## src/hdl/brisc_cfg.svh

```systemverilog
`ifndef BRISC_CFG_SVH
`define BRISC_CFG_SVH

// data and address word width
`define BRISC_XLEN 32
// register index width, 32 architectural registers
`define BRISC_REG_BITS 5
// unified memory depth in 32-bit words
`define BRISC_MEM_WORDS 256

`endif

```

## src/hdl/brisc_pkg.sv

```systemverilog
`default_nettype none
`include "brisc_cfg.svh"

package brisc_pkg;

    typedef enum logic [1:0] {NONE, FROM_C, FROM_WB} fwd_src_e;
    typedef enum logic {FROM_ALU, FROM_CACHE} result_src_e;
    typedef enum logic {PC_PLUS4, FROM_EX} pc_src_e;
    typedef enum logic [2:0] {ADD, SUB, AND, OR, SLT} alu_op_e;

    typedef struct packed {
        logic [6:0]                 funct7;
        logic [`BRISC_REG_BITS-1:0] rs2;
        logic [`BRISC_REG_BITS-1:0] rs1;
        logic [2:0]                 funct3;
        logic [`BRISC_REG_BITS-1:0] rd;
        logic [6:0]                 opcode;
    } r_fmt_t;

    typedef struct packed {
        logic [11:0]                imm;
        logic [`BRISC_REG_BITS-1:0] rs1;
        logic [2:0]                 funct3;
        logic [`BRISC_REG_BITS-1:0] rd;
        logic [6:0]                 opcode;
    } i_fmt_t;

    // beq shares this layout, its immediate bits are shuffled in decode
    typedef struct packed {
        logic [6:0]                 imm_hi;
        logic [`BRISC_REG_BITS-1:0] rs2;
        logic [`BRISC_REG_BITS-1:0] rs1;
        logic [2:0]                 funct3;
        logic [4:0]                 imm_lo;
        logic [6:0]                 opcode;
    } s_fmt_t;

    typedef union packed {
        r_fmt_t r;
        i_fmt_t i;
        s_fmt_t s;
    } instr_u;

    typedef struct packed {
        logic                   valid;
        logic [`BRISC_XLEN-1:0] pc;
        logic [`BRISC_XLEN-1:0] instr;
    } fd_reg_t;

    typedef struct packed {
        logic                       valid;
        logic [`BRISC_XLEN-1:0]     pc;
        logic [`BRISC_REG_BITS-1:0] rs1;
        logic [`BRISC_REG_BITS-1:0] rs2;
        logic [`BRISC_REG_BITS-1:0] rd;
        logic [`BRISC_XLEN-1:0]     rs1_val;
        logic [`BRISC_XLEN-1:0]     rs2_val;
        logic [`BRISC_XLEN-1:0]     imm;
        alu_op_e                    alu_op;
        logic                       use_imm;
        logic                       reg_write;
        logic                       mem_write;
        logic                       is_branch;
        result_src_e                result_src;
    } dex_reg_t;

    typedef struct packed {
        logic                       valid;
        logic [`BRISC_REG_BITS-1:0] rd;
        logic [`BRISC_XLEN-1:0]     alu_result;
        logic [`BRISC_XLEN-1:0]     store_data;
        logic                       reg_write;
        logic                       mem_write;
        result_src_e                result_src;
    } exc_reg_t;

    typedef struct packed {
        logic                       valid;
        logic [`BRISC_REG_BITS-1:0] rd;
        logic [`BRISC_XLEN-1:0]     result;
        logic                       reg_write;
    } cwb_reg_t;

    typedef struct packed {
        logic                   valid;
        logic                   write;
        logic [`BRISC_XLEN-1:0] addr;
        logic [`BRISC_XLEN-1:0] wdata;
    } mem_req_t;

    typedef struct packed {
        logic [`BRISC_REG_BITS-1:0] rd;
        logic [`BRISC_XLEN-1:0]     data;
    } retire_t;

endpackage

`default_nettype wire

```

## src/hdl/hazard.sv

```systemverilog
`default_nettype none
`include "brisc_cfg.svh"

module hazard
    import brisc_pkg::*;
(
    input  logic [`BRISC_REG_BITS-1:0] rs1_EX,
    input  logic [`BRISC_REG_BITS-1:0] rs2_EX,
    input  logic [`BRISC_REG_BITS-1:0] rs1_D,
    input  logic [`BRISC_REG_BITS-1:0] rs2_D,
    input  logic [`BRISC_REG_BITS-1:0] rd_EX,
    input  logic [`BRISC_REG_BITS-1:0] rd_C,
    input  logic [`BRISC_REG_BITS-1:0] rd_WB,
    input  logic                       reg_write_C,
    input  logic                       reg_write_WB,
    input  result_src_e                result_src_EX,
    input  pc_src_e                    pc_src,
    output fwd_src_e                   fwd_src1,
    output fwd_src_e                   fwd_src2,
    output logic                       stall_F,
    output logic                       stall_D,
    output logic                       flush_D,
    output logic                       flush_EX
);

    logic load_stall;
    logic pc_taken;

    // the younger producer in C shadows an older one in WB
    function automatic fwd_src_e pick_src(input logic [`BRISC_REG_BITS-1:0] rs);
        if (rs != '0 && reg_write_C && rs == rd_C) begin
            return FROM_C;
        end
        if (rs != '0 && reg_write_WB && rs == rd_WB) begin
            return FROM_WB;
        end
        return NONE;
    endfunction

    always_comb begin
        fwd_src1 = pick_src(rs1_EX);
        fwd_src2 = pick_src(rs2_EX);
    end

    // a load in EX cannot feed the instruction right behind it
    assign load_stall = (result_src_EX == FROM_CACHE) && (rs1_D == rd_EX || rs2_D == rd_EX);
    assign pc_taken   = (pc_src == FROM_EX);

    assign stall_F  = load_stall;
    assign stall_D  = load_stall;
    assign flush_D  = pc_taken;
    assign flush_EX = load_stall || pc_taken;

    always_comb begin
        assert final (stall_F == stall_D);
        assert final (!stall_F || flush_EX);
    end

endmodule

`default_nettype wire

```

## config.mk

```make
export PLATFORM = sky130hd
export DESIGN_NAME = hazard
export DESIGN_NICKNAME = d
export VERILOG_FILES = /design/src/hdl/brisc_pkg.sv /design/src/hdl/hazard.sv
export VERILOG_INCLUDE_DIRS = /design/src /design/src/hdl
export SDC_FILE = /design/constraint.sdc
export NUM_CORES = 1
export LEC_CHECK = 0
export ABC_AREA = 0
export BUFFER_PORTS_ARGS = -buffer_cell sky130_fd_sc_hd__buf_4
export CORE_AREA = 2 2 39 41
export DETAILED_ROUTE_END_ITERATION = 16
export DIE_AREA = 0 0 41 43
export PLACE_DENSITY_LB_ADDON = 0.05
export SLEW_MARGIN = 20
export SYNTH_ARGS = -nofsm -noshare
export SYNTH_HDL_FRONTEND = slang
export SYNTH_SLANG_ARGS = --single-unit
export TNS_END_PERCENT = 30
```

## constraint.sdc

```tcl
create_clock -name vclk -period 2.6
set_clock_uncertainty 0.15 [all_clocks]
set_input_delay 0.13 -clock vclk [all_inputs]
set_output_delay 0.13 -clock vclk [all_outputs]
set_load 0.005 [all_outputs]
```

# After elaboration in Yosys (flattened, before gate mapping)
# Cells that the tools add are included.
# op_classes
addsub	0
multipliers	0
div_mod_pow	0
n_lt_le_gt_ge	0
eq_ne	6
shift	0
mux	14
n_bitwise	0
reduce_logical	13
# ops
operator	n
$eq A5 B5 Y1	6
$mux W2	8
$reduce_bool A5 Y1	2
$logic_and A1 B1 Y1	9
$mux W1	6
$logic_or A1 B1 Y1	2
# totals
ff_bits	0
latch_bits	0
mem_bits_rw	0
romBits	0
input_bits	39
out_inout_bits	8
n_memories	0

# Longest topological paths before layout
# logic_depth
word_depth	7
depth_mapped	4
mapped_depth_nobuf	3

# Worst setup path after synthesis
# OpenSTA, ideal clock, no wires.
# synth_path
path_kind	in2out
startpoint	in rs1_EX[1]
endpoint	out fwd_src1[0]
t_arrival_ns	0.921
path_slack_ns	1.399
stages	3
cell_sequence	or4_1 nor2_1 and3b_1
# synth_via
elab_chain_len	7
elab_cells_between_ends	13
# synth_lines
element	line	text
start, declared	hazard.sv:7	input logic [`BRISC_REG_BITS-1:0] rs1_EX,
$reduce_bool A5 Y1	hazard.sv:31, hazard.sv:34	
$logic_and A1 B1 Y1 (2 in a row)	hazard.sv:34	if (rs != '0 && reg_write_WB && rs == rd_WB) begin
$mux W1 (2 in a row)	hazard.sv:34	
$mux W2	hazard.sv:37	return NONE;
$mux W2 (*)	hazard.sv:34	
end, declared	hazard.sv:18	output fwd_src_e fwd_src1,
# Mark *: on every way between the ends. The rest lies on a longest branch, timed or not. The select of a mux whose other input is x is not followed.

# Final worst setup path
# Same ends and word-level chain as after synthesis.

==> metrics <==
I/O pin count 47; DRT Wirelength 1181 um; Pwr Density 153.0 nW/um2; Vias 520; Layout clock buffers 0; PostCTS Resize Cnt 0; Post-Layout Cell Count 116; port bufs 47; Slowest Stage Delay on Critical Path 0.52 ns; WP data arrival 1.20 ns; Pre-Repair DR Iteration Count 3; Worst Setup Start Kind input port; fmax 676.0 MHz; Area Growth Syn to Fin 85.37%; unrepaired setup endpoints after global routing no; Slew Limit Fails 0; Synth Instances 55; Leak 0.0003534 uW; Antenna Nets Post-Route 0; Cell Rows 14; register area share after synthesis 0%; total number of yosys warnings 0; final net count 141; antenna cell count 0; Die Area 1763 um2; Routed wire per std cell 10.18 um; CP endpoint kind output pin; top cell type's share of synthesized area 45.97%; Tot Pwr 118.9 uW; Max Cap Viol 0; vias in the first global route 458; GRT Overall Usage 13.39%; synthesized area 419.2 um2; area of the core 1384 um2; worst slew pin tran 0.4156 ns; most common cell after layout, fill and taps aside buf_4; post-layout min period 1.479 ns; GP Congestion 0.7817; most frequent cells in the layout 47 x buf_4, 22 x xnor2_1, 8 x xor2_1; Initial Util 30.29%; # Post-CTS Setup Buffers 0; Crit Path Max Fanout 3; share of post-route cells with drive strength above 1 47.00%; Worst path most repeated cell buf_4; sequential standard cell area 0 um2; Yosys cell types 14; Hold WC Path Type in2out; syn_area_per_cell 7.621 um2; CP max-delay cell or4_1; first-pass GRT wire length 1752 um; Die H 43 um; total gr overflow 0; Critical Path RT 2.32 ns; antenna violations before repair 0; Post-CTS Hold Fix Bufs 0; slew margin rel. 71.58%; status completed; cells along the critical path buf_4 -> or4_1 -> nor2_1 -> and3b_1 -> buf_4; DRT iter0 DRCs 1; Synth area leader xnor2_1; Synth area leaders xnor2_1 46%, xor2_1 17%, nand4_1 6.0%; Util after Layout 56.15%; setup TNS 0 ns; Max IR drop VDD 0.07093 mV; Net Count, Synth 94; Final period util 56.90%; FF+latch count 0; DP Cell Count 116; Residual DRC 0; vias per cell 4.483; largest net degree at the start of global routing 4; final setup vio count 0; Die W 41 um; Setup CP Type in2out; Final Hold Fails 0; WHS 0.2850 ns
[power breakdown]
part	total (uW)	internal [uW]	switching, uW
registers	0	0	0
logic	119	75.3	43.6
clock network	0	0	0
[cell type report]
class | count | area [um2]
fill | 146 | 606.8
multi-input combinational | 52 | 400.4
timing repair buffer | 47 | 352.8
tap | 16 | 20.02
inverter | 1 | 3.754
[stage by stage]
step	cell area, um2	setup slack [ns]
2_1_floorplan	419.2	1.399
3_3_place_gp	777.0	1.128
3_5_place_dp	777.0	1.123
4_1_cts	777.0	1.123
5_1_grt	777.0	1.031
6_report	777.0	1.121
[layer usage]
layer / GRT usage [%] / wire [um] / share of wire (%) / vias to the layer above
li1: - / - / - / 282
met1: 18.04 / 502 / 43 / 220
met2: 24.06 / 597 / 51 / 18
met3: 0 / 81 / 6.9 / 0
met4: 0 / 0 / 0 / 0
met5: 0 / 0 / 0 / -
[worst max-delay path: cells and delay by family]
family / cells / cell delay, ns
buffers and inverters: 2 / 0.25
AND/OR/NAND/NOR: 3 / 0.82
[kinds of logic (layout without fill, tap and decap cells)]
| group | count (synthesis) | after routing | synth area share, % |
|---|---|---|---|
| AOI/OAI and AO/OA | 4 | 4 | 7.763 |
| xor gates and xnor gates | 30 | 30 | 62.69 |
| buffers and inverters | 3 | 48 | 4.476 |
| and+or+nand+nor | 18 | 18 | 25.07 |
[synthesized netlist by cell type]
library cell and count:
xnor2_1 22, or4_1 2, nor4_1 2, buf_4 2, o22ai_1 1, and2_1 2
nor2_1 2, nand4_1 4, inv_1 1, nand2_1 4, a2111oi_0 2, and3b_1 2
o221ai_1 1, xor2_1 8
[path summary, 6_finish.rpt]
path,end,cells after the start,slack (ns),from
worst min-delay path,flush_D,2,0.29,pc_src
worst max-delay path,fwd_src1[0],5,1.12,rs1_EX[1]
(Power assumes the default switching activity.)
