--- src/hdl/brisc_cfg.svh ---
`ifndef BRISC_CFG_SVH
`define BRISC_CFG_SVH

// data and address word width
`define BRISC_XLEN 32
// register index width, 32 architectural registers
`define BRISC_REG_BITS 5
// unified memory depth in 32-bit words
`define BRISC_MEM_WORDS 256

`endif

--- src/hdl/brisc_pkg.sv ---
`default_nettype none
`include "brisc_cfg.svh"

package brisc_pkg;

    typedef enum logic [1:0] {NONE, FROM_C, FROM_WB} fwd_src_e;
    typedef enum logic {FROM_ALU, FROM_CACHE} result_src_e;
    typedef enum logic {PC_PLUS4, FROM_EX} pc_src_e;
    typedef enum logic [2:0] {ADD, SUB, AND, OR, SLT} alu_op_e;

    typedef struct packed {
        logic [6:0]                 funct7;
        logic [`BRISC_REG_BITS-1:0] rs2;
        logic [`BRISC_REG_BITS-1:0] rs1;
        logic [2:0]                 funct3;
        logic [`BRISC_REG_BITS-1:0] rd;
        logic [6:0]                 opcode;
    } r_fmt_t;

    typedef struct packed {
        logic [11:0]                imm;
        logic [`BRISC_REG_BITS-1:0] rs1;
        logic [2:0]                 funct3;
        logic [`BRISC_REG_BITS-1:0] rd;
        logic [6:0]                 opcode;
    } i_fmt_t;

    // beq shares this layout, its immediate bits are shuffled in decode
    typedef struct packed {
        logic [6:0]                 imm_hi;
        logic [`BRISC_REG_BITS-1:0] rs2;
        logic [`BRISC_REG_BITS-1:0] rs1;
        logic [2:0]                 funct3;
        logic [4:0]                 imm_lo;
        logic [6:0]                 opcode;
    } s_fmt_t;

    typedef union packed {
        r_fmt_t r;
        i_fmt_t i;
        s_fmt_t s;
    } instr_u;

    typedef struct packed {
        logic                   valid;
        logic [`BRISC_XLEN-1:0] pc;
        logic [`BRISC_XLEN-1:0] instr;
    } fd_reg_t;

    typedef struct packed {
        logic                       valid;
        logic [`BRISC_XLEN-1:0]     pc;
        logic [`BRISC_REG_BITS-1:0] rs1;
        logic [`BRISC_REG_BITS-1:0] rs2;
        logic [`BRISC_REG_BITS-1:0] rd;
        logic [`BRISC_XLEN-1:0]     rs1_val;
        logic [`BRISC_XLEN-1:0]     rs2_val;
        logic [`BRISC_XLEN-1:0]     imm;
        alu_op_e                    alu_op;
        logic                       use_imm;
        logic                       reg_write;
        logic                       mem_write;
        logic                       is_branch;
        result_src_e                result_src;
    } dex_reg_t;

    typedef struct packed {
        logic                       valid;
        logic [`BRISC_REG_BITS-1:0] rd;
        logic [`BRISC_XLEN-1:0]     alu_result;
        logic [`BRISC_XLEN-1:0]     store_data;
        logic                       reg_write;
        logic                       mem_write;
        result_src_e                result_src;
    } exc_reg_t;

    typedef struct packed {
        logic                       valid;
        logic [`BRISC_REG_BITS-1:0] rd;
        logic [`BRISC_XLEN-1:0]     result;
        logic                       reg_write;
    } cwb_reg_t;

    typedef struct packed {
        logic                   valid;
        logic                   write;
        logic [`BRISC_XLEN-1:0] addr;
        logic [`BRISC_XLEN-1:0] wdata;
    } mem_req_t;

    typedef struct packed {
        logic [`BRISC_REG_BITS-1:0] rd;
        logic [`BRISC_XLEN-1:0]     data;
    } retire_t;

endpackage

`default_nettype wire

--- src/hdl/cache_stage.sv ---
`default_nettype none
`include "brisc_cfg.svh"

module cache_stage
    import brisc_pkg::*;
(
    input  logic                   clk,
    input  logic                   rst,
    input  exc_reg_t               exc,
    output mem_req_t               data_req,
    input  logic                   data_grant,
    input  logic [`BRISC_XLEN-1:0] rdata,
    output cwb_reg_t               wb,
    output logic [`BRISC_XLEN-1:0] wb_value,
    output logic                   retire_valid,
    output retire_t                retire
);

    logic [`BRISC_XLEN-1:0] result;

    assign data_req = '{valid: exc.valid && (exc.mem_write || exc.result_src == FROM_CACHE),
                        write: exc.mem_write, addr: exc.alu_result, wdata: exc.store_data};

    assign result = (exc.result_src == FROM_CACHE) ? rdata : exc.alu_result;

    always_ff @(posedge clk) begin
        if (rst) begin
            wb <= '0;
        end else begin
            wb <= '{valid: exc.valid, rd: exc.rd, result: result, reg_write: exc.reg_write};
        end
    end

    assign wb_value     = wb.result;
    assign retire_valid = wb.valid && wb.reg_write && wb.rd != '0;
    assign retire       = '{rd: wb.rd, data: wb.result};

    // data accesses never wait, only the loader can take the memory from C
    assert property (@(posedge clk) disable iff (rst) data_req.valid |-> data_grant);

endmodule

`default_nettype wire

--- config.mk ---
export PLATFORM = sky130hd
export DESIGN_NAME = cache_stage
export DESIGN_NICKNAME = d
export VERILOG_FILES = /design/src/hdl/brisc_pkg.sv /design/src/hdl/cache_stage.sv
export VERILOG_INCLUDE_DIRS = /design/src /design/src/hdl
export SDC_FILE = /design/constraint.sdc
export NUM_CORES = 1
export LEC_CHECK = 0
export BUFFER_PORTS_ARGS = -buffer_cell sky130_fd_sc_hd__buf_2
export CORE_AREA = 4 4 106 108
export CTS_CLUSTER_SIZE = 24
export DETAILED_ROUTE_END_ITERATION = 10
export DIE_AREA = 0 0 110 112
export HOLD_SLACK_MARGIN = 0.1
export SLEW_MARGIN = 20
export SYNTH_ARGS = -nofsm -noshare
export SYNTH_HDL_FRONTEND = slang
export SYNTH_SLANG_ARGS = --single-unit
export TNS_END_PERCENT = 10
--- constraint.sdc ---
create_clock -name clk -period 1.4 [get_ports clk]
set_clock_uncertainty 0.1 [all_clocks]
set_input_delay 0.28 -clock clk [delete_from_list [all_inputs] [get_ports clk]]
set_output_delay 0.28 -clock clk [all_outputs]
set_load 0.05 [all_outputs]
; ---- After elaboration in Yosys (flattened, before gate mapping)
; Cells that the tools add are included.
[word_totals]
register_bits = 39
ramBits = 0
latchBits = 0
memories = 0
rom_bits = 0
elab_cells = 10
input_bits = 108
output_inout_bits = 175
[op_classes]
multipliers = 0
add_sub_neg = 0
reduce_logical = 5
shifts = 0
n_mux = 1
eq_ne = 0
n_lt_le_gt_ge = 0
n_bitwise = 0
n_div = 0
[ops]
columns = op, count
row1 = $mux W32, 1
row2 = $reduce_bool A5 Y1, 1
row3 = $logic_and A1 B1 Y1, 3
row4 = $logic_or A1 B1 Y1, 1

; ---- Depth between registers and ports, before layout
[depth]
ltp_word = 2
ltp_mapped = 4

; ---- Least setup slack after synthesis
; No wires, ideal clock.
[synth_timing]
path_kind = reg2out
start = register wb (netlist bit retire[33])
end = output retire_valid
t_required_ps = 1020
n_path_buf = 0
stages_incl_launch_ff = 3
arrival_time_ps = 1360
path_slack_ps = -340
cell_sequence = dfxtp_1 or3_1 o311a_1
[synth_via]
elab_chain_len = 2
[synth_rtl]
columns = item, line
row1 = start: declaration, cache_stage.sv:13  ; output cwb_reg_t wb,
row2 = start signal: assignment, cache_stage.sv:30  ; wb <= '{valid: exc.valid, rd: exc.rd, result: result, reg_write: exc.reg_write};
row3 = $reduce_bool A5 Y1, cache_stage.sv:35  ; assign retire_valid = wb.valid && wb.reg_write && wb.rd != '0;
row4 = $logic_and A1 B1 Y1, cache_stage.sv:35
row5 = end: declaration, cache_stage.sv:15  ; output logic retire_valid,
; No other way between the ends.

; ---- Final worst setup path
; Ends and elaborated chain as after synthesis.

==> run summary <==
- reg2out — category of the critical setup timing path
- 44 — first-iteration detailed-routing DRC count
- retire_valid — destination of the critical timing path
- 27 — maximum number of pins on one net before global-route repair
- 0.317 ns — pin slew with the least headroom to its limit
- 9.23 um^2 — average footprint of a synthesized cell
- 0 — number of antenna violations at the first check in global routing
- 12300 um^2 — die area
- 2 — H-tree depth reported by CTS
- output pin — Critical Path Sink Type
- 0 — ANT nets after route
- 6420 um — aggregate routed wire length
- retire[33]$_SDFF_PP0_ — source of the critical timing path
- finished, violations left — status
- 4 — first drt pass iteration count
- -0.187 ns — worst slack at placement
- 0 — Post-CTS Repair Setup Buffers
- 1.02 ns — Worst EP required
- 0.000390 V — Worst VDD drop
- buf_2 (210), dfxtp_1 (36), mux2i_1 (32), nor2_1 (32), nor2b_1 (7) — commonest cells after routing, fill and taps aside
- 1.84 ns — clock period minus final worst setup slack
- 0 — number of remaining DRC errors
- in2reg — path type of the worst min-delay path
- 0.08 ns — clock transition at the register clock pins on the worst setup and hold paths after CTS
- 0.0932 — total routing resource utilization after global routing
- true — setup repair after global routing missed its margin
- 472 — count of placed standard cells including taps
- 0 — total count of max-transition violations in the final report
- 453 — Final #Nets
- 1.46 ns — arrival time at the worst endpoint
- 544 MHz — highest achievable clock rate
- 0 — number of diodes
- 8730 um — global-route wire length before repair
- 39 — # clock sinks
- 1783 — detailed-route via count
- 1310 nW/um^2 — power density over the cells
- 0.682 — fraction of final layout cells with drive strength greater than 1
- 0 — GRT overflow
- 39 — #FFs+latches synth
- 0 — count of yosys warnings during synthesis
- 1.31 — ratio of final minimum period to clock period
- 0 — # Max-Cap Violations
- 0.00166 uW — leakage power
- 0.789 — Rel. slew slack
- 10200 um^2 — Core Box Area
- done — clock tree from TritonCTS
- 13.3 um — per-cell routed wire length
- 1 — endpoints failing setup
- 0.332 — register area share after synthesis
- clkbuf_8 — root cell of the clock tree
- 283 — # IOs
- 0 — final hold violation count
- -0.438 ns — setup ws final
- 37 — # rows
- 1083 — Filler cells
- buf_2 — most common library cell in the layout ignoring fill and taps
- 2350 um^2 — Synth Cell Area
- 0.230 — starting density of the core
- 112 um — height of the die
- 482 — Final Instance Count excl. Fillers
- 2 — Crit Path Max Fanout
- 18.7% — Synth-to-Final Area Change
- 0.713 — placer's final routability congestion estimate
- 2 — Clock Path Buffers
- 217 — number of buffers added on ports
- 5 — number of buffers added by the clock tree synthesis step
- 110 um — Horiz. Die Dim
- 10 — number of distinct library cells after synthesis
- negative setup slack — violated checks
- flop — launching element type of the critical path
- 3.70 — post-DR vias/cell
- 1680 — number of global-route vias before repair
- 255 — gate count after technology mapping
- 363 — post-synthesis net count
- 5440 um — detailed-placement wirelength estimate
==> power breakdown <==
| group | internal (uW) | total, uW | leakage [uW] | switching [uW] |
|---|---|---|---|---|
| Clock | 577 | 986 | 0.0000612 | 409 |
| Combinational | 332 | 1450 | 0.00127 | 1110 |
| Sequential | 1180 | 1230 | 0.000326 | 51.3 |
| Total | 2090 | 3670 | 0.00166 | 1570 |
==> kinds of logic (layout without fill, tap and decap cells) <==
| family | count (synthesis) | count (layout) | share of synthesized area |
|---|---|---|---|
| buffers and inverters | 142 | 233 | 0.453 |
| AO/OA/AOI/OAI | 2 | 2 | 0.00744 |
| AND/OR/NAND/NOR | 40 | 40 | 0.0723 |
| flip-flops | 39 | 39 | 0.332 |
| multiplexers | 32 | 32 | 0.136 |
==> cells in the mapped netlist (all sizes together) <==
cell type  instances  area, um^2
nor2b              7        43.8
or3                1        6.26
dfxtp             39         781
nor2              32         120
clkbuf             3        11.3
buf              139        1050
mux2i             32         320
o311a              1        10.0
o21a               1        7.51
==> worst max-delay path: stages, from the launching register on <==
cell     delay, ns
dfxtp_2       0.33
or3_4         0.38
o311a_4       0.31
buf_6         0.15
==> layout make-up <==
type / count / area, um^2 / share of cell area
Timing Repair Buffer: 225 / 1200 / 0.429
Sequential cell: 39 / 785 / 0.281
Multi-Input combinational cell: 74 / 524 / 0.188
Tap cell: 136 / 170 / 0.0609
Clock buffer: 6 / 82.6 / 0.0296
Clock inverter: 2 / 35.0 / 0.0125
==> layer usage <==
layer,GRT usage,share of wire
met5,0,0
met4,0.0482,0.031
met3,0.0272,0.11
met2,0.177,0.52
met1,0.0875,0.35
==> repair_timing <==
action / CTS / global route
setup endpoints to repair: 2 / 8
hold buffers: 2 / 0
resized for setup: 4 / 5
hold endpoints to repair: 2 / 0
==> registers in the layout, summed over array words and instances (netlist names) <==
name,flops
retire,5
wb,2
wb_value,32
==> how the worst min path moves through the flow <==
stage,endpoint,startpoint,cells after the start
CTS,wb[0]$_SDFF_PP0_,exc[2],2
global placement,retire[36]$_SDFF_PP0_,exc[71],2
floorplan,retire[32]$_SDFF_PP0_,exc[67],1
detailed placement,retire[34]$_SDFF_PP0_,exc[69],2
global route,wb_value[7]$_SDFF_PP0_,rdata[7],3
finish,wb[0]$_SDFF_PP0_,exc[2],2
==> metrics by stage <==
step | setup TNS [ns] | instance area (um^2) | total power (uW) | hold slack (ns) | utilization
finish | -0.438 | 2790 | 3670 | 0.106 | 0.273
global placement | -0.170 | 2630 | 2710 | 0.394 | 0.257
floorplan | -0.165 | 2370 | 2800 | 0.308 | -
detailed placement | -0.187 | 2630 | 2710 | 0.401 | 0.257
global route | -0.487 | 2790 | 3840 | 0.107 | 0.273
CTS | -0.455 | 2780 | 3750 | 0.101 | 0.272
(Power assumes the default switching activity.)
