$ cat src/hdl/brisc_cfg.svh
`ifndef BRISC_CFG_SVH
`define BRISC_CFG_SVH

// data and address word width
`define BRISC_XLEN 32
// register index width, 32 architectural registers
`define BRISC_REG_BITS 5
// unified memory depth in 32-bit words
`define BRISC_MEM_WORDS 256

`endif

$ cat src/hdl/brisc_pkg.sv
`default_nettype none
`include "brisc_cfg.svh"

package brisc_pkg;

    typedef enum logic [1:0] {NONE, FROM_C, FROM_WB} fwd_src_e;
    typedef enum logic {FROM_ALU, FROM_CACHE} result_src_e;
    typedef enum logic {PC_PLUS4, FROM_EX} pc_src_e;
    typedef enum logic [2:0] {ADD, SUB, AND, OR, SLT} alu_op_e;

    typedef struct packed {
        logic [6:0]                 funct7;
        logic [`BRISC_REG_BITS-1:0] rs2;
        logic [`BRISC_REG_BITS-1:0] rs1;
        logic [2:0]                 funct3;
        logic [`BRISC_REG_BITS-1:0] rd;
        logic [6:0]                 opcode;
    } r_fmt_t;

    typedef struct packed {
        logic [11:0]                imm;
        logic [`BRISC_REG_BITS-1:0] rs1;
        logic [2:0]                 funct3;
        logic [`BRISC_REG_BITS-1:0] rd;
        logic [6:0]                 opcode;
    } i_fmt_t;

    // beq shares this layout, its immediate bits are shuffled in decode
    typedef struct packed {
        logic [6:0]                 imm_hi;
        logic [`BRISC_REG_BITS-1:0] rs2;
        logic [`BRISC_REG_BITS-1:0] rs1;
        logic [2:0]                 funct3;
        logic [4:0]                 imm_lo;
        logic [6:0]                 opcode;
    } s_fmt_t;

    typedef union packed {
        r_fmt_t r;
        i_fmt_t i;
        s_fmt_t s;
    } instr_u;

    typedef struct packed {
        logic                   valid;
        logic [`BRISC_XLEN-1:0] pc;
        logic [`BRISC_XLEN-1:0] instr;
    } fd_reg_t;

    typedef struct packed {
        logic                       valid;
        logic [`BRISC_XLEN-1:0]     pc;
        logic [`BRISC_REG_BITS-1:0] rs1;
        logic [`BRISC_REG_BITS-1:0] rs2;
        logic [`BRISC_REG_BITS-1:0] rd;
        logic [`BRISC_XLEN-1:0]     rs1_val;
        logic [`BRISC_XLEN-1:0]     rs2_val;
        logic [`BRISC_XLEN-1:0]     imm;
        alu_op_e                    alu_op;
        logic                       use_imm;
        logic                       reg_write;
        logic                       mem_write;
        logic                       is_branch;
        result_src_e                result_src;
    } dex_reg_t;

    typedef struct packed {
        logic                       valid;
        logic [`BRISC_REG_BITS-1:0] rd;
        logic [`BRISC_XLEN-1:0]     alu_result;
        logic [`BRISC_XLEN-1:0]     store_data;
        logic                       reg_write;
        logic                       mem_write;
        result_src_e                result_src;
    } exc_reg_t;

    typedef struct packed {
        logic                       valid;
        logic [`BRISC_REG_BITS-1:0] rd;
        logic [`BRISC_XLEN-1:0]     result;
        logic                       reg_write;
    } cwb_reg_t;

    typedef struct packed {
        logic                   valid;
        logic                   write;
        logic [`BRISC_XLEN-1:0] addr;
        logic [`BRISC_XLEN-1:0] wdata;
    } mem_req_t;

    typedef struct packed {
        logic [`BRISC_REG_BITS-1:0] rd;
        logic [`BRISC_XLEN-1:0]     data;
    } retire_t;

endpackage

`default_nettype wire

$ cat src/hdl/fetch.sv
`default_nettype none
`include "brisc_cfg.svh"

module fetch
    import brisc_pkg::*;
(
    input  logic                   clk,
    input  logic                   rst,
    input  logic                   run,
    input  logic                   stall_F,
    input  logic                   stall_D,
    input  logic                   flush_D,
    input  pc_src_e                pc_src,
    input  logic [`BRISC_XLEN-1:0] branch_target,
    output mem_req_t               fetch_req,
    input  logic                   fetch_grant,
    input  logic [`BRISC_XLEN-1:0] rdata,
    output fd_reg_t                fd
);

    logic [`BRISC_XLEN-1:0] pc;

    assign fetch_req = '{valid: run && !stall_F, write: 1'b0, addr: pc, wdata: '0};

    always_ff @(posedge clk) begin
        if (rst) begin
            pc <= '0;
        end else if (pc_src == FROM_EX) begin
            pc <= branch_target;
        end else if (!stall_F && fetch_grant) begin
            pc <= pc + `BRISC_XLEN'd4;
        end
    end

    // a lost grant or a redirect leaves a bubble in D
    always_ff @(posedge clk) begin
        if (rst || flush_D) begin
            fd <= '0;
        end else if (!stall_D) begin
            if (fetch_grant) begin
                fd <= '{valid: 1'b1, pc: pc, instr: rdata};
            end else begin
                fd <= '0;
            end
        end
    end

endmodule

`default_nettype wire

$ cat config.mk
export PLATFORM = sky130hd
export DESIGN_NAME = fetch
export DESIGN_NICKNAME = d
export VERILOG_FILES = /design/src/hdl/brisc_pkg.sv /design/src/hdl/fetch.sv
export VERILOG_INCLUDE_DIRS = /design/src /design/src/hdl
export SDC_FILE = /design/constraint.sdc
export NUM_CORES = 1
export LEC_CHECK = 0
export ABC_AREA = 1
export BUFFER_PORTS_ARGS = -buffer_cell sky130_fd_sc_hd__buf_2
export CAP_MARGIN = 40
export CORE_MARGIN = 4
export CORE_UTILIZATION = 48
export DETAILED_ROUTE_END_ITERATION = 16
export HOLD_SLACK_MARGIN = 0.03
export PLACE_DENSITY = 0.88
export SKIP_CTS_REPAIR_TIMING = 1
export SYNTH_ARGS = -nofsm -noshare
export SYNTH_HDL_FRONTEND = slang
export SYNTH_SLANG_ARGS = --single-unit
$ cat constraint.sdc
create_clock -name clk -period 1.6 [get_ports clk]
set_input_delay 0.16 -clock clk [delete_from_list [all_inputs] [get_ports clk]]
set_output_delay 0.16 -clock clk [all_outputs]
set_load 0.01 [all_outputs]
Word level (Yosys, flattened, before mapping)
Index checks and enable logic that the tools add are counted.
Operators by class
  add/subtract/negate cells: 1
  mux-type cells: 3
  reduce and logical (&&, ||, !) cells: 5
Operators by type and width (count)
  $mux W65: 1
  $mux W32: 2
  $add A32 B3 Y32 const B: 1
  $logic_and A1 B1 Y1: 2
  $reduce_bool A2 Y1: 1
  $logic_not A1 Y1: 1
  $logic_or A1 B1 Y1: 1
Word-level totals
  register bits: 97
  output and inout port bits: 131
  bits of input ports: 72

Logic depth before layout (Yosys ltp)
  depth after elaboration: 4
  gate-level depth with buffers: 10
  depth with buffers taken out: 10

Worst setup path before layout
Ideal clock, no wire load.
  path type: register -> register
  start: reg pc[2]
  end: reg pc[30]
  setup time: 0.109 ns
  arrival time: 1.385 ns
  data required time: 1.491 ns
  cell stages (with the launch flop): 11
  slack: 0.106 ns
  cell sequence: dfxtp_1 ha_1 nand2_1 nor2_1 nand2_2 nor3_2 nand2_1 nand2_1 nand3_1 nand2_1 inv_1
On the way
  word-level cells in the longest chain between the ends: 3
RTL lines
  start, declared: RTL line fetch.sv:21  | logic [`BRISC_XLEN-1:0] pc;
  start signal, assigned: RTL line fetch.sv:29  | pc <= branch_target;
  start signal, assigned: RTL line fetch.sv:31  | pc <= pc + `BRISC_XLEN'd4;
  $add A32 B3 Y32: RTL line fetch.sv:31
  $mux W32: RTL line fetch.sv:30  | end else if (!stall_F && fetch_grant) begin
  $mux W32: RTL line fetch.sv:28  | end else if (pc_src == FROM_EX) begin
No other way between the ends. The select of a mux whose other input is x is not followed.
A chain may end at the register's enable or synchronous reset.

Final worst setup path
  start: reg pc[2]
  end: reg pc[25]
Same word-level chain as after synthesis.

==> impl_metrics.toml <==
[sta]
drv_slew = 0
fin_skew_ns = 0.01410
setup_tns_ns = 0
relSlewSlack_pct = 63.33
finalSetupViolCount = 0
fin_crit_sh_pct = 95.28
max_freq_mhz = 655.9
layout_min_cycle_time_ns = 1.525
tightest_slew_ns = 0.5501
hold_slack_ns = 0.02843
hold_viol = 0

[job]
maxCapViolCount = 0

[logic_synthesis]
synth_warnings = 0
synth-simple-area-share_pct = 31.37
yosys.area_share.xor_xnor_pct = 1.890
ys_seq_elements = 97
synth_top_flop_cell = "dfxtp_1"
synthMuxAreaShare_pct = 0
yosysTopAreaCell = "dfxtp_1"
syn_area_per_cell_um2 = 6.938
synth_top_area_share_pct = 41.90
synth_top_family_by_area = "simple AND/OR/NAND/NOR gates"
synth_area_leaders = "dfxtp_1 (42%), nand2_1 (18%), a21oi_1 (8.9%)"
ys_types = 32
synth.cell_area_um2 = 4634
netlist_instances = 668
synth_edf_count = 0
synth_compound_area_share_pct = 13.39
synth_seq_area_share_pct = 41.90
async_flop_share_pct = 0
synthAdderAreaFrac_pct = 0.2700

[setup_path]
crit_type = "reg2reg"
rrSetupSlack_ns = 0.08
path_max_fanout = 5
cp_common_cell = "nand2_1"
startpoint = "pc[2]$_SDFFE_PP0N_"
cp_top_family = "simple AND/OR/NAND/NOR gates"
crit_buf_inv = 2
rr_worst_depth = 10
max_stage_delay_ns = 0.37
crit_cells = 10
critPathRequiredTime_ns = 1.85
arrival_ns = 1.77
cp_cell_sequence = "buf_4 -> inv_1 -> nor2_2 -> nand2_4 -> nor2_4 -> nand2_1 -> nand2_1 -> nand3_1 -> nand2_1 -> a21oi_2"
rr_startpoint = "pc[2]$_SDFFE_PP0N_"
cpMaxStageDelayCell = "dfxtp_2"
timing.rr.end = "pc[25]$_SDFFE_PP0N_"
cp-end-kind = "flip-flop"
startpoint_type = "flip-flop"
worstSetupEndpoint = "pc[25]$_SDFFE_PP0N_"

[route]
drc = 0
via_per_inst = 5.032
routed_wl_mm = 14.35
num_vias = 4987
final_antenna_net_count = 0
dr.pass1.iters = 5
wl_per_cell_um = 14.48
first_iter_violations = 506

[die]
coreArea_um2 = 9328
ios = 203
start_util_pct = 49.68
die_w_um = 106.3
die_area_um2 = 11290
rows = 35
die_h_um = 106.3

[placement]
dpl.hpwl_mm = 10.26
post-place-cells = 964
io_buffers = 169
globalplace.congestion = 0.9648
placed_area_um2 = 5657

[clocking]
clockBufferDepth = 2
clock_sinks = 97
cts.clk_slew.worst_paths_ns = 0.10
cts_made_buffers = 9
htreeDepth = 3
cts_root_buffer = "clkbuf_8"
cts_tree = "done"
clk_latency_ns = 0.37

[cells_and_area]
nets = 931
syn_to_final_growth_pct = 31.37
design_area_um2 = 6088
final_cell_mix = "nand2_1 (227), buf_2 (169), dfxtp_1 (88)"
num_antenna_cells = 0
fin_util_pct = 65.27
layout-drive-gt1-share_pct = 30.51
layout_commonest_cell = "nand2_1"
final_cells = 991

[global_routing]
grt_start_max_net_pins = 53
grt_pass1_vias = 4495
grt.total_usage_pct = 23.77
grt_pass1_wl_mm = 21.73
grt_overflow = 0
antenna_found_initial = 0

[min_path]
hold_start = "rdata[0]"
min_path_type = "in2reg"

[pwr]
powerDensity_nw_per_um2 = 879.7
p_leak_nw = 2.735
vdd_drop_max_uv = 461.2

[outcome]
outcome = "complete, no violations"
synth_stat cells, types with 3 or more instances:
cell / count
nor2_4: 6
xor2_1: 7
a31oi_1: 9
buf_2: 9
inv_1: 34
a21oi_2: 3
dfxtp_1: 97
o21ai_0: 12
nor2_1: 49
nand2_2: 6
clkbuf_1: 20
a21oi_1: 82
nand2_1: 228
xnor2_1: 3
nand4_1: 3
buf_4: 34
nand3_1: 33
nor3_1: 4
nor2_2: 7
a22o_1: 4
layer usage:
metal / GRT usage (%) / vias to the layer above / wire length, um
met5: 0 / - / 0
met4: 8.141 / 0 / 319
met3: 5.222 / 42 / 1263
met2: 40.68 / 256 / 7090
met1: 29.47 / 2244 / 5677
li1: - / 2445 / -
where the power goes:
group	switching [mW]	total, mW	internal, mW	leakage, nW
Combinational	0.436	0.730	0.294	1.81
Sequential	0.0709	2.56	2.49	0.793
Clock	0.863	2.06	1.20	0.130
Total	1.37	5.36	3.99	2.73
stage by stage:
| stage | total power [mW] | setup WS, ns |
|---|---|---|
| 2_1_floorplan | 3.037 | 0.1061 |
| 3_3_place_gp | 3.299 | 0.1670 |
| 3_5_place_dp | 3.309 | 0.1108 |
| 4_1_cts | 5.355 | 0.07407 |
| 5_1_grt | 5.592 | -0.02884 |
| 6_report | 5.356 | 0.07547 |
worst reg2reg max path: stages (launching register included):
cell and delay, ns:
dfxtp_2 0.37, buf_4 0.14, inv_1 0.06, nor2_2 0.22, nand2_4 0.10, nor2_4 0.20
nand2_1 0.07, nand2_1 0.06, nand3_1 0.06, nand2_1 0.08, a21oi_2 0.05
state kept, by name (all words and copies together) (netlist names):
register / cells
pc: 32
fd: 65
cell families after synthesis:
logic type / after synthesis
AOI/OAI and AO/OA: 115
xor gates and xnor gates: 10
adders and majority gates: 1
buffers and inverters: 100
DFF: 97
other: 1
and+or+nand+nor: 344
worst min-delay path by stage:
stage / end / slack (ns) / cells past startpoint
6_report: fd[0]$_SDFFE_PP0N_ / 0.03 / 3
5_1_grt: fd[3]$_SDFFE_PP0N_ / 0.03 / 3
4_1_cts: pc[0]$_SDFFE_PP0P_ / 0.002 / 3
3_5_place_dp: pc[0]$_SDFFE_PP0P_ / 0.39 / 3
3_3_place_gp: pc[1]$_SDFFE_PP0P_ / 0.38 / 3
2_1_floorplan: pc[0]$_SDFFE_PP0P_ / 0.29 / 2
layout make-up:
| class | instances | area [um^2] |
|---|---|---|
| multi-input combinational | 503 | 2350 |
| timing repair buffer | 212 | 1231 |
| clock inverter | 6 | 137.6 |
| tap | 129 | 161.4 |
| sequential | 97 | 1953 |
| fill | 813 | 3239 |
| clock buffer | 9 | 123.9 |
| inverter | 35 | 131.4 |
(Power assumes the default switching activity.)
