**src/hdl/brisc_cfg.svh**
```systemverilog
`ifndef BRISC_CFG_SVH
`define BRISC_CFG_SVH

// data and address word width
`define BRISC_XLEN 32
// register index width, 32 architectural registers
`define BRISC_REG_BITS 5
// unified memory depth in 32-bit words
`define BRISC_MEM_WORDS 256

`endif

```
**src/hdl/brisc_pkg.sv**
```systemverilog
`default_nettype none
`include "brisc_cfg.svh"

package brisc_pkg;

    typedef enum logic [1:0] {NONE, FROM_C, FROM_WB} fwd_src_e;
    typedef enum logic {FROM_ALU, FROM_CACHE} result_src_e;
    typedef enum logic {PC_PLUS4, FROM_EX} pc_src_e;
    typedef enum logic [2:0] {ADD, SUB, AND, OR, SLT} alu_op_e;

    typedef struct packed {
        logic [6:0]                 funct7;
        logic [`BRISC_REG_BITS-1:0] rs2;
        logic [`BRISC_REG_BITS-1:0] rs1;
        logic [2:0]                 funct3;
        logic [`BRISC_REG_BITS-1:0] rd;
        logic [6:0]                 opcode;
    } r_fmt_t;

    typedef struct packed {
        logic [11:0]                imm;
        logic [`BRISC_REG_BITS-1:0] rs1;
        logic [2:0]                 funct3;
        logic [`BRISC_REG_BITS-1:0] rd;
        logic [6:0]                 opcode;
    } i_fmt_t;

    // beq shares this layout, its immediate bits are shuffled in decode
    typedef struct packed {
        logic [6:0]                 imm_hi;
        logic [`BRISC_REG_BITS-1:0] rs2;
        logic [`BRISC_REG_BITS-1:0] rs1;
        logic [2:0]                 funct3;
        logic [4:0]                 imm_lo;
        logic [6:0]                 opcode;
    } s_fmt_t;

    typedef union packed {
        r_fmt_t r;
        i_fmt_t i;
        s_fmt_t s;
    } instr_u;

    typedef struct packed {
        logic                   valid;
        logic [`BRISC_XLEN-1:0] pc;
        logic [`BRISC_XLEN-1:0] instr;
    } fd_reg_t;

    typedef struct packed {
        logic                       valid;
        logic [`BRISC_XLEN-1:0]     pc;
        logic [`BRISC_REG_BITS-1:0] rs1;
        logic [`BRISC_REG_BITS-1:0] rs2;
        logic [`BRISC_REG_BITS-1:0] rd;
        logic [`BRISC_XLEN-1:0]     rs1_val;
        logic [`BRISC_XLEN-1:0]     rs2_val;
        logic [`BRISC_XLEN-1:0]     imm;
        alu_op_e                    alu_op;
        logic                       use_imm;
        logic                       reg_write;
        logic                       mem_write;
        logic                       is_branch;
        result_src_e                result_src;
    } dex_reg_t;

    typedef struct packed {
        logic                       valid;
        logic [`BRISC_REG_BITS-1:0] rd;
        logic [`BRISC_XLEN-1:0]     alu_result;
        logic [`BRISC_XLEN-1:0]     store_data;
        logic                       reg_write;
        logic                       mem_write;
        result_src_e                result_src;
    } exc_reg_t;

    typedef struct packed {
        logic                       valid;
        logic [`BRISC_REG_BITS-1:0] rd;
        logic [`BRISC_XLEN-1:0]     result;
        logic                       reg_write;
    } cwb_reg_t;

    typedef struct packed {
        logic                   valid;
        logic                   write;
        logic [`BRISC_XLEN-1:0] addr;
        logic [`BRISC_XLEN-1:0] wdata;
    } mem_req_t;

    typedef struct packed {
        logic [`BRISC_REG_BITS-1:0] rd;
        logic [`BRISC_XLEN-1:0]     data;
    } retire_t;

endpackage

`default_nettype wire

```
**src/hdl/execute.sv**
```systemverilog
`default_nettype none
`include "brisc_cfg.svh"

module execute
    import brisc_pkg::*;
(
    input  logic                   clk,
    input  logic                   rst,
    input  dex_reg_t               dex,
    input  fwd_src_e               fwd_src1,
    input  fwd_src_e               fwd_src2,
    input  logic [`BRISC_XLEN-1:0] c_value,
    input  logic [`BRISC_XLEN-1:0] wb_value,
    output pc_src_e                pc_src,
    output logic [`BRISC_XLEN-1:0] branch_target,
    output exc_reg_t               exc
);

    logic [`BRISC_XLEN-1:0] src1;
    logic [`BRISC_XLEN-1:0] src2;
    logic [`BRISC_XLEN-1:0] op2;
    logic [`BRISC_XLEN-1:0] alu_y;

    always_comb begin
        case (fwd_src1)
            FROM_C:  src1 = c_value;
            FROM_WB: src1 = wb_value;
            default: src1 = dex.rs1_val;
        endcase
        case (fwd_src2)
            FROM_C:  src2 = c_value;
            FROM_WB: src2 = wb_value;
            default: src2 = dex.rs2_val;
        endcase
    end

    assign op2 = dex.use_imm ? dex.imm : src2;

    always_comb begin
        case (dex.alu_op)
            SUB:     alu_y = src1 - op2;
            AND:     alu_y = src1 & op2;
            OR:      alu_y = src1 | op2;
            SLT:     alu_y = {{(`BRISC_XLEN-1){1'b0}}, $signed(src1) < $signed(op2)};
            default: alu_y = src1 + op2;
        endcase
    end

    // beq is the only redirect, resolved here
    assign pc_src        = (dex.valid && dex.is_branch && src1 == src2) ? FROM_EX : PC_PLUS4;
    assign branch_target = dex.pc + dex.imm;

    always_ff @(posedge clk) begin
        if (rst) begin
            exc <= '0;
        end else begin
            exc <= '{valid: dex.valid, rd: dex.rd, alu_result: alu_y, store_data: src2,
                     reg_write: dex.reg_write, mem_write: dex.mem_write,
                     result_src: dex.result_src};
        end
    end

endmodule

`default_nettype wire

```
**config.mk**
```make
export PLATFORM = sky130hd
export DESIGN_NAME = execute
export DESIGN_NICKNAME = d
export VERILOG_FILES = /design/src/hdl/brisc_pkg.sv /design/src/hdl/execute.sv
export VERILOG_INCLUDE_DIRS = /design/src /design/src/hdl
export SDC_FILE = /design/constraint.sdc
export NUM_CORES = 1
export LEC_CHECK = 0
export BUFFER_PORTS_ARGS = -buffer_cell sky130_fd_sc_hd__buf_2
export CAP_MARGIN = 20
export CORE_MARGIN = 2
export CORE_UTILIZATION = 40
export CTS_BUF_LIST = sky130_fd_sc_hd__clkbuf_8 sky130_fd_sc_hd__clkbuf_16
export CTS_CLUSTER_DIAMETER = 80
export DETAILED_ROUTE_END_ITERATION = 12
export GPL_TIMING_DRIVEN = 0
export PLACE_DENSITY = 0.62
export SLEW_MARGIN = 20
export SYNTH_ARGS = -nofsm -noshare
export SYNTH_HDL_FRONTEND = slang
export SYNTH_SLANG_ARGS = --single-unit
```
**constraint.sdc**
```tcl
create_clock -name clk -period 12.8 [get_ports clk]
set_input_delay 2.56 -clock clk [delete_from_list [all_inputs] [get_ports clk]]
set_output_delay 2.56 -clock clk [all_outputs]
set_load 0.1 [all_outputs]
```
## Word-level counts from Yosys, hierarchy flattened

Cells that the tools add are included.
Widths: inputs -> output; s select.

| word-level totals | value |
|---|---|
| output and inout port bits | 106 |
| input port bits | 222 |
| bits in registers | 73 |
| logic and storage cells | 29 |

| operators by class | value |
|---|---|
| add/subtract/negate cells | 3 |
| mux-type cells | 5 |
| reductions and logical operators | 2 |
| magnitude comparators | 1 |
| equality and inequality tests | 9 |
| bitwise logic cells | 2 |

Operator list:

| cell | count |
|---|---|
| $pmux 32 s2 | 2 |
| $pmux 32 s4 | 1 |
| $add 32x32->32 | 2 |
| $and 32x32->32 | 1 |
| $eq 32x32->1 | 1 |
| $lt 32x32->1 | 1 |
| $mux 32 | 1 |
| $or 32x32->32 | 1 |
| $sub 32x32->32 | 1 |
| $eq 3x2->1 const B | 2 |
| $eq 2x1->1 const B | 2 |
| $eq 2x2->1 const B | 2 |
| $eq 3x1->1 const B | 1 |
| $eq 3x3->1 const B | 1 |
| $logic_and 1x1->1 | 2 |
| $mux 1 | 1 |

## Longest topological paths before layout

| logic depth | value |
|---|---|
| depth in word-level cells | 5 |
| gate-level depth with buffers | 18 |

## Least setup slack after synthesis

No wires, ideal clock.

| timing path | value |
|---|---|
| kind | input -> output |
| start point | input fwd_src1[0] |
| end point | output pc_src |
| arrival | 6218 ps |
| stages on the path | 10 |
| path buffers | 2 |
| setup slack | 4022 ps |
| cell sequence | inv_1 -> ha_1 -> clkbuf_1 -> buf_1 -> nor2_1 -> a21oi_1 -> xor2_1 -> nor4_1 -> nand4_1 -> nor3_1 |

| between the ends | value |
|---|---|
| cells in the longest elaborated chain, start to end | 5 |
| elaborated cells between the ends (all ways) | 6 |
| classes of those cells | eq/ne (3); mux (2); reduce/logical (1) |

Ends and longest elaborated chain:

| item | RTL line | text |
|---|---|---|
| start, declared | execute.sv:10 | `input fwd_src_e fwd_src1,` |
| $eq 2x2->1 or $eq 2x1->1 (tied branches) | execute.sv:25 | `case (fwd_src1)` |
| $pmux 32 s2 (*) | execute.sv:25 |  |
| $eq 32x32->1 (*) | execute.sv:50 | `assign pc_src = (dex.valid && dex.is_branch && src1 == src2) ? FROM_EX : PC_PLUS4;` |
| $logic_and 1x1->1 (*) | execute.sv:50 |  |
| $mux 1 (*) | execute.sv:50 |  |
| end, declared | execute.sv:14 | `output pc_src_e pc_src,` |

Every way passes the cells marked *; elsewhere a longest branch is shown, timed or not.

## Final worst setup path

Ends and elaborated chain as after synthesis.

==> run metrics <==
Synth top area share=0.1620; Async S/R FF share, synth=0; CTS tree=built; TritonCTS Sinks=73; power share of the clock group=0.169; crit path max fanout=10; Num CTS Buffers=9; cts hold-fix bufs=0; Max Slew Vio Count=0; period utilisation layout=0.6856; NumNets Final=2,131; cell family with most CP delay=buffers and inverters; Slew headroom=0.4198; ys flop type=dfxtp_1; CP Buf/Inv Count=5; I/O pins=328; commonest non-fill, non-tap cell in the layout=buf_2; post-DP HPWL=39,570 microns; CP required=10,240 ps; setup TNS=0 ps; Port Buf Inserts=315; crit path time final=8776 ps; via count=12,670; register area share after synthesis=0.1445; largest net degree at the start of global routing=15; Mapped Nets=1,805; post-route ant nets=0; GPL Wtd Cong=1.006; sw power=0.9448 mW; sequential power share=0.160; top cell type by total area after synthesis=ha_1; Most flops, register=exc; status=complete, no violations; drt wl/cell=22.82 microns; Post-synth EDFFs=0; Pre-Repair DR Iteration Count=6; Post-Layout Cell Count=2,124; Internal=0.6840 mW; final WL=48,460 microns; Critical Path Max Stage Delay=590 ps; Area growth, synth to finish=23.02%; gate count after technology mapping=1,449; Worst path most repeated cell=buf_2; biggest regs=exc: 73 flops; Sw Share=0.5801; Final Hold Vio Count=0; cell leakage power=5.933 nW; aggregate global-route resource usage=0.3504; most frequent cells in the layout=buf_2, nor2_1, a21oi_1; CP Class=in2out; Post-CTS Setup Bufs=0; die height=163.0 microns; Overall Power=1.629 mW; first-pass GRT wire length=70,190 microns; Max-Cap Viols=0; Core ar.=25,040 sq um; FF+latch count, synth=73; clk buf depth=2; unrepaired setup endpoints after global routing=false; crit end category=output port; Max Freq=113.9 MHz; Crit. path cell count=12; vias per std cell=5.964; Hold Crit Depth=2; worst path cell trace=buf_2 -> inv_1 -> ha_1 -> clkbuf_1 -> buf_1 -> nor2_1 -> a21oi_1 -> xor2_1 -> nor4_1 -> nand4_1 -> nor3_1 -> buf_2; clock slew at reported path FFs=80 ps; layout cell share with drive strength beyond 1=0.2062; root buffer cell=clkbuf_16; WP data arrival=6220 ps; chip width=163.0 microns; gr ovfl total=0; initial drt markers=1,405; vias in the first global route=11,840; number of H-tree levels=3; placed cells=2,094; Max IR drop VDD=0.00009053 V; combinational share of power=0.671; die area=26,580 sq um; ranking of synthesized cells by area=ha_1, dfxtp_1, a21oi_1; mapped cell area=10,110 sq um; Syn Area/Cell=6.980 sq um; final setup fails=0; Power Density=130.9 nW/um^2; Core Rows=58; Residual DRC=0; Starting Density=0.4040; CP Launch Type=primary input; CP max-delay cell=a21oi_1; CTS resizes=0; Slew @ Worst Pin=870.2 ps; Hold Crit Class=in2reg; initial antenna violation count=11; Synth Warn #=0; max FFs per register=73; post-synth cell types=82
==> per-layer routing <==
metal / routed length, microns / vias up / GRT usage
met3: 4339 / 113 / 0.05536
met2: 22280 / 780 / 0.5797
met4: 1959 / 0 / 0.1448
met1: 19880 / 5903 / 0.4535
li1: - / 5872 / -
met5: 0 / - / 0
==> power by group through the flow <==
stage          combinational, mW  sequential [mW]  clock (mW)
5_1_grt                     1.15            0.262       0.284
6_report                    1.09            0.260       0.275
3_5_place_dp                1.07            0.266           0
2_1_floorplan              0.621            0.458           0
3_3_place_gp                1.06            0.265           0
4_1_cts                     1.07            0.260       0.275
==> area by class of cell <==
class / count / area (sq um)
fillers: 2658 / 12590
clock buffers: 9 / 225.2
plain buffers: 91 / 359.1
clock inverters: 7 / 78.83
well taps: 330 / 412.9
multi-input cells: 1179 / 7896
repair buffers: 315 / 1577
flip-flops and latches: 73 / 1461
inverters: 106 / 397.9
diodes: 14 / 35.03
==> stage by stage <==
step / util / hold slack (ps) / instance area, sq um / setup WS (ps)
floorplan: - / 2688 / 10110 / 4022
global placement: 0.4835 / 2769 / 12100 / 4252
detailed placement: 0.4835 / 2776 / 12100 / 4191
CTS: 0.4956 / 2405 / 12410 / 4182
global route: 0.4964 / 2403 / 12430 / 3974
finish: 0.4970 / 2406 / 12440 / 4024
==> logic make-up (layout without fill, tap and decap cells) <==
logic type,Yosys count,after routing,share of synthesized area
buffers and inverters,197,528,0.07484
xor gates and xnor gates,71,71,0.06148
adders and majority gates,134,134,0.1680
AOI/OAI and AO/OA,529,529,0.3443
other,0,14,0
DFF,73,73,0.1445
and+or+nand+nor,436,436,0.1979
muxes,9,9,0.009030
==> Yosys cell counts (4+ instances only) <==
master and number:
nor2_1 188, a21oi_1 167, ha_1 131, inv_1 106
nand2_1 96, o21ai_0 87, dfxtp_1 73, a22oi_1 71
clkbuf_1 64, xor2_1 41, nor2b_1 30, xnor2_1 30
nor3_1 25, a21o_1 24, o211ai_1 21, a211oi_1 19
nand3_1 19, nand2b_1 18, a31oi_1 16, buf_1 15
o21a_1 14, o21bai_1 12, a221o_1 11, buf_2 11
nand4_1 11, nor4_1 11, o22ai_1 9, mux2i_1 8
o31ai_1 8, and3_1 7, o221ai_1 7, a221oi_1 5
and2_1 5, o31a_1 5, a41oi_1 4, or2_2 4
or3_1 4
==> final timing paths <==
path | start | endpoint | slack, ps
worst min-delay path | dex[104] | exc[67]$_SDFF_PP0_ | 2410
worst max-delay path | fwd_src1[0] | pc_src | 4020
No activity file was read; power rests on OpenSTA's default activity.
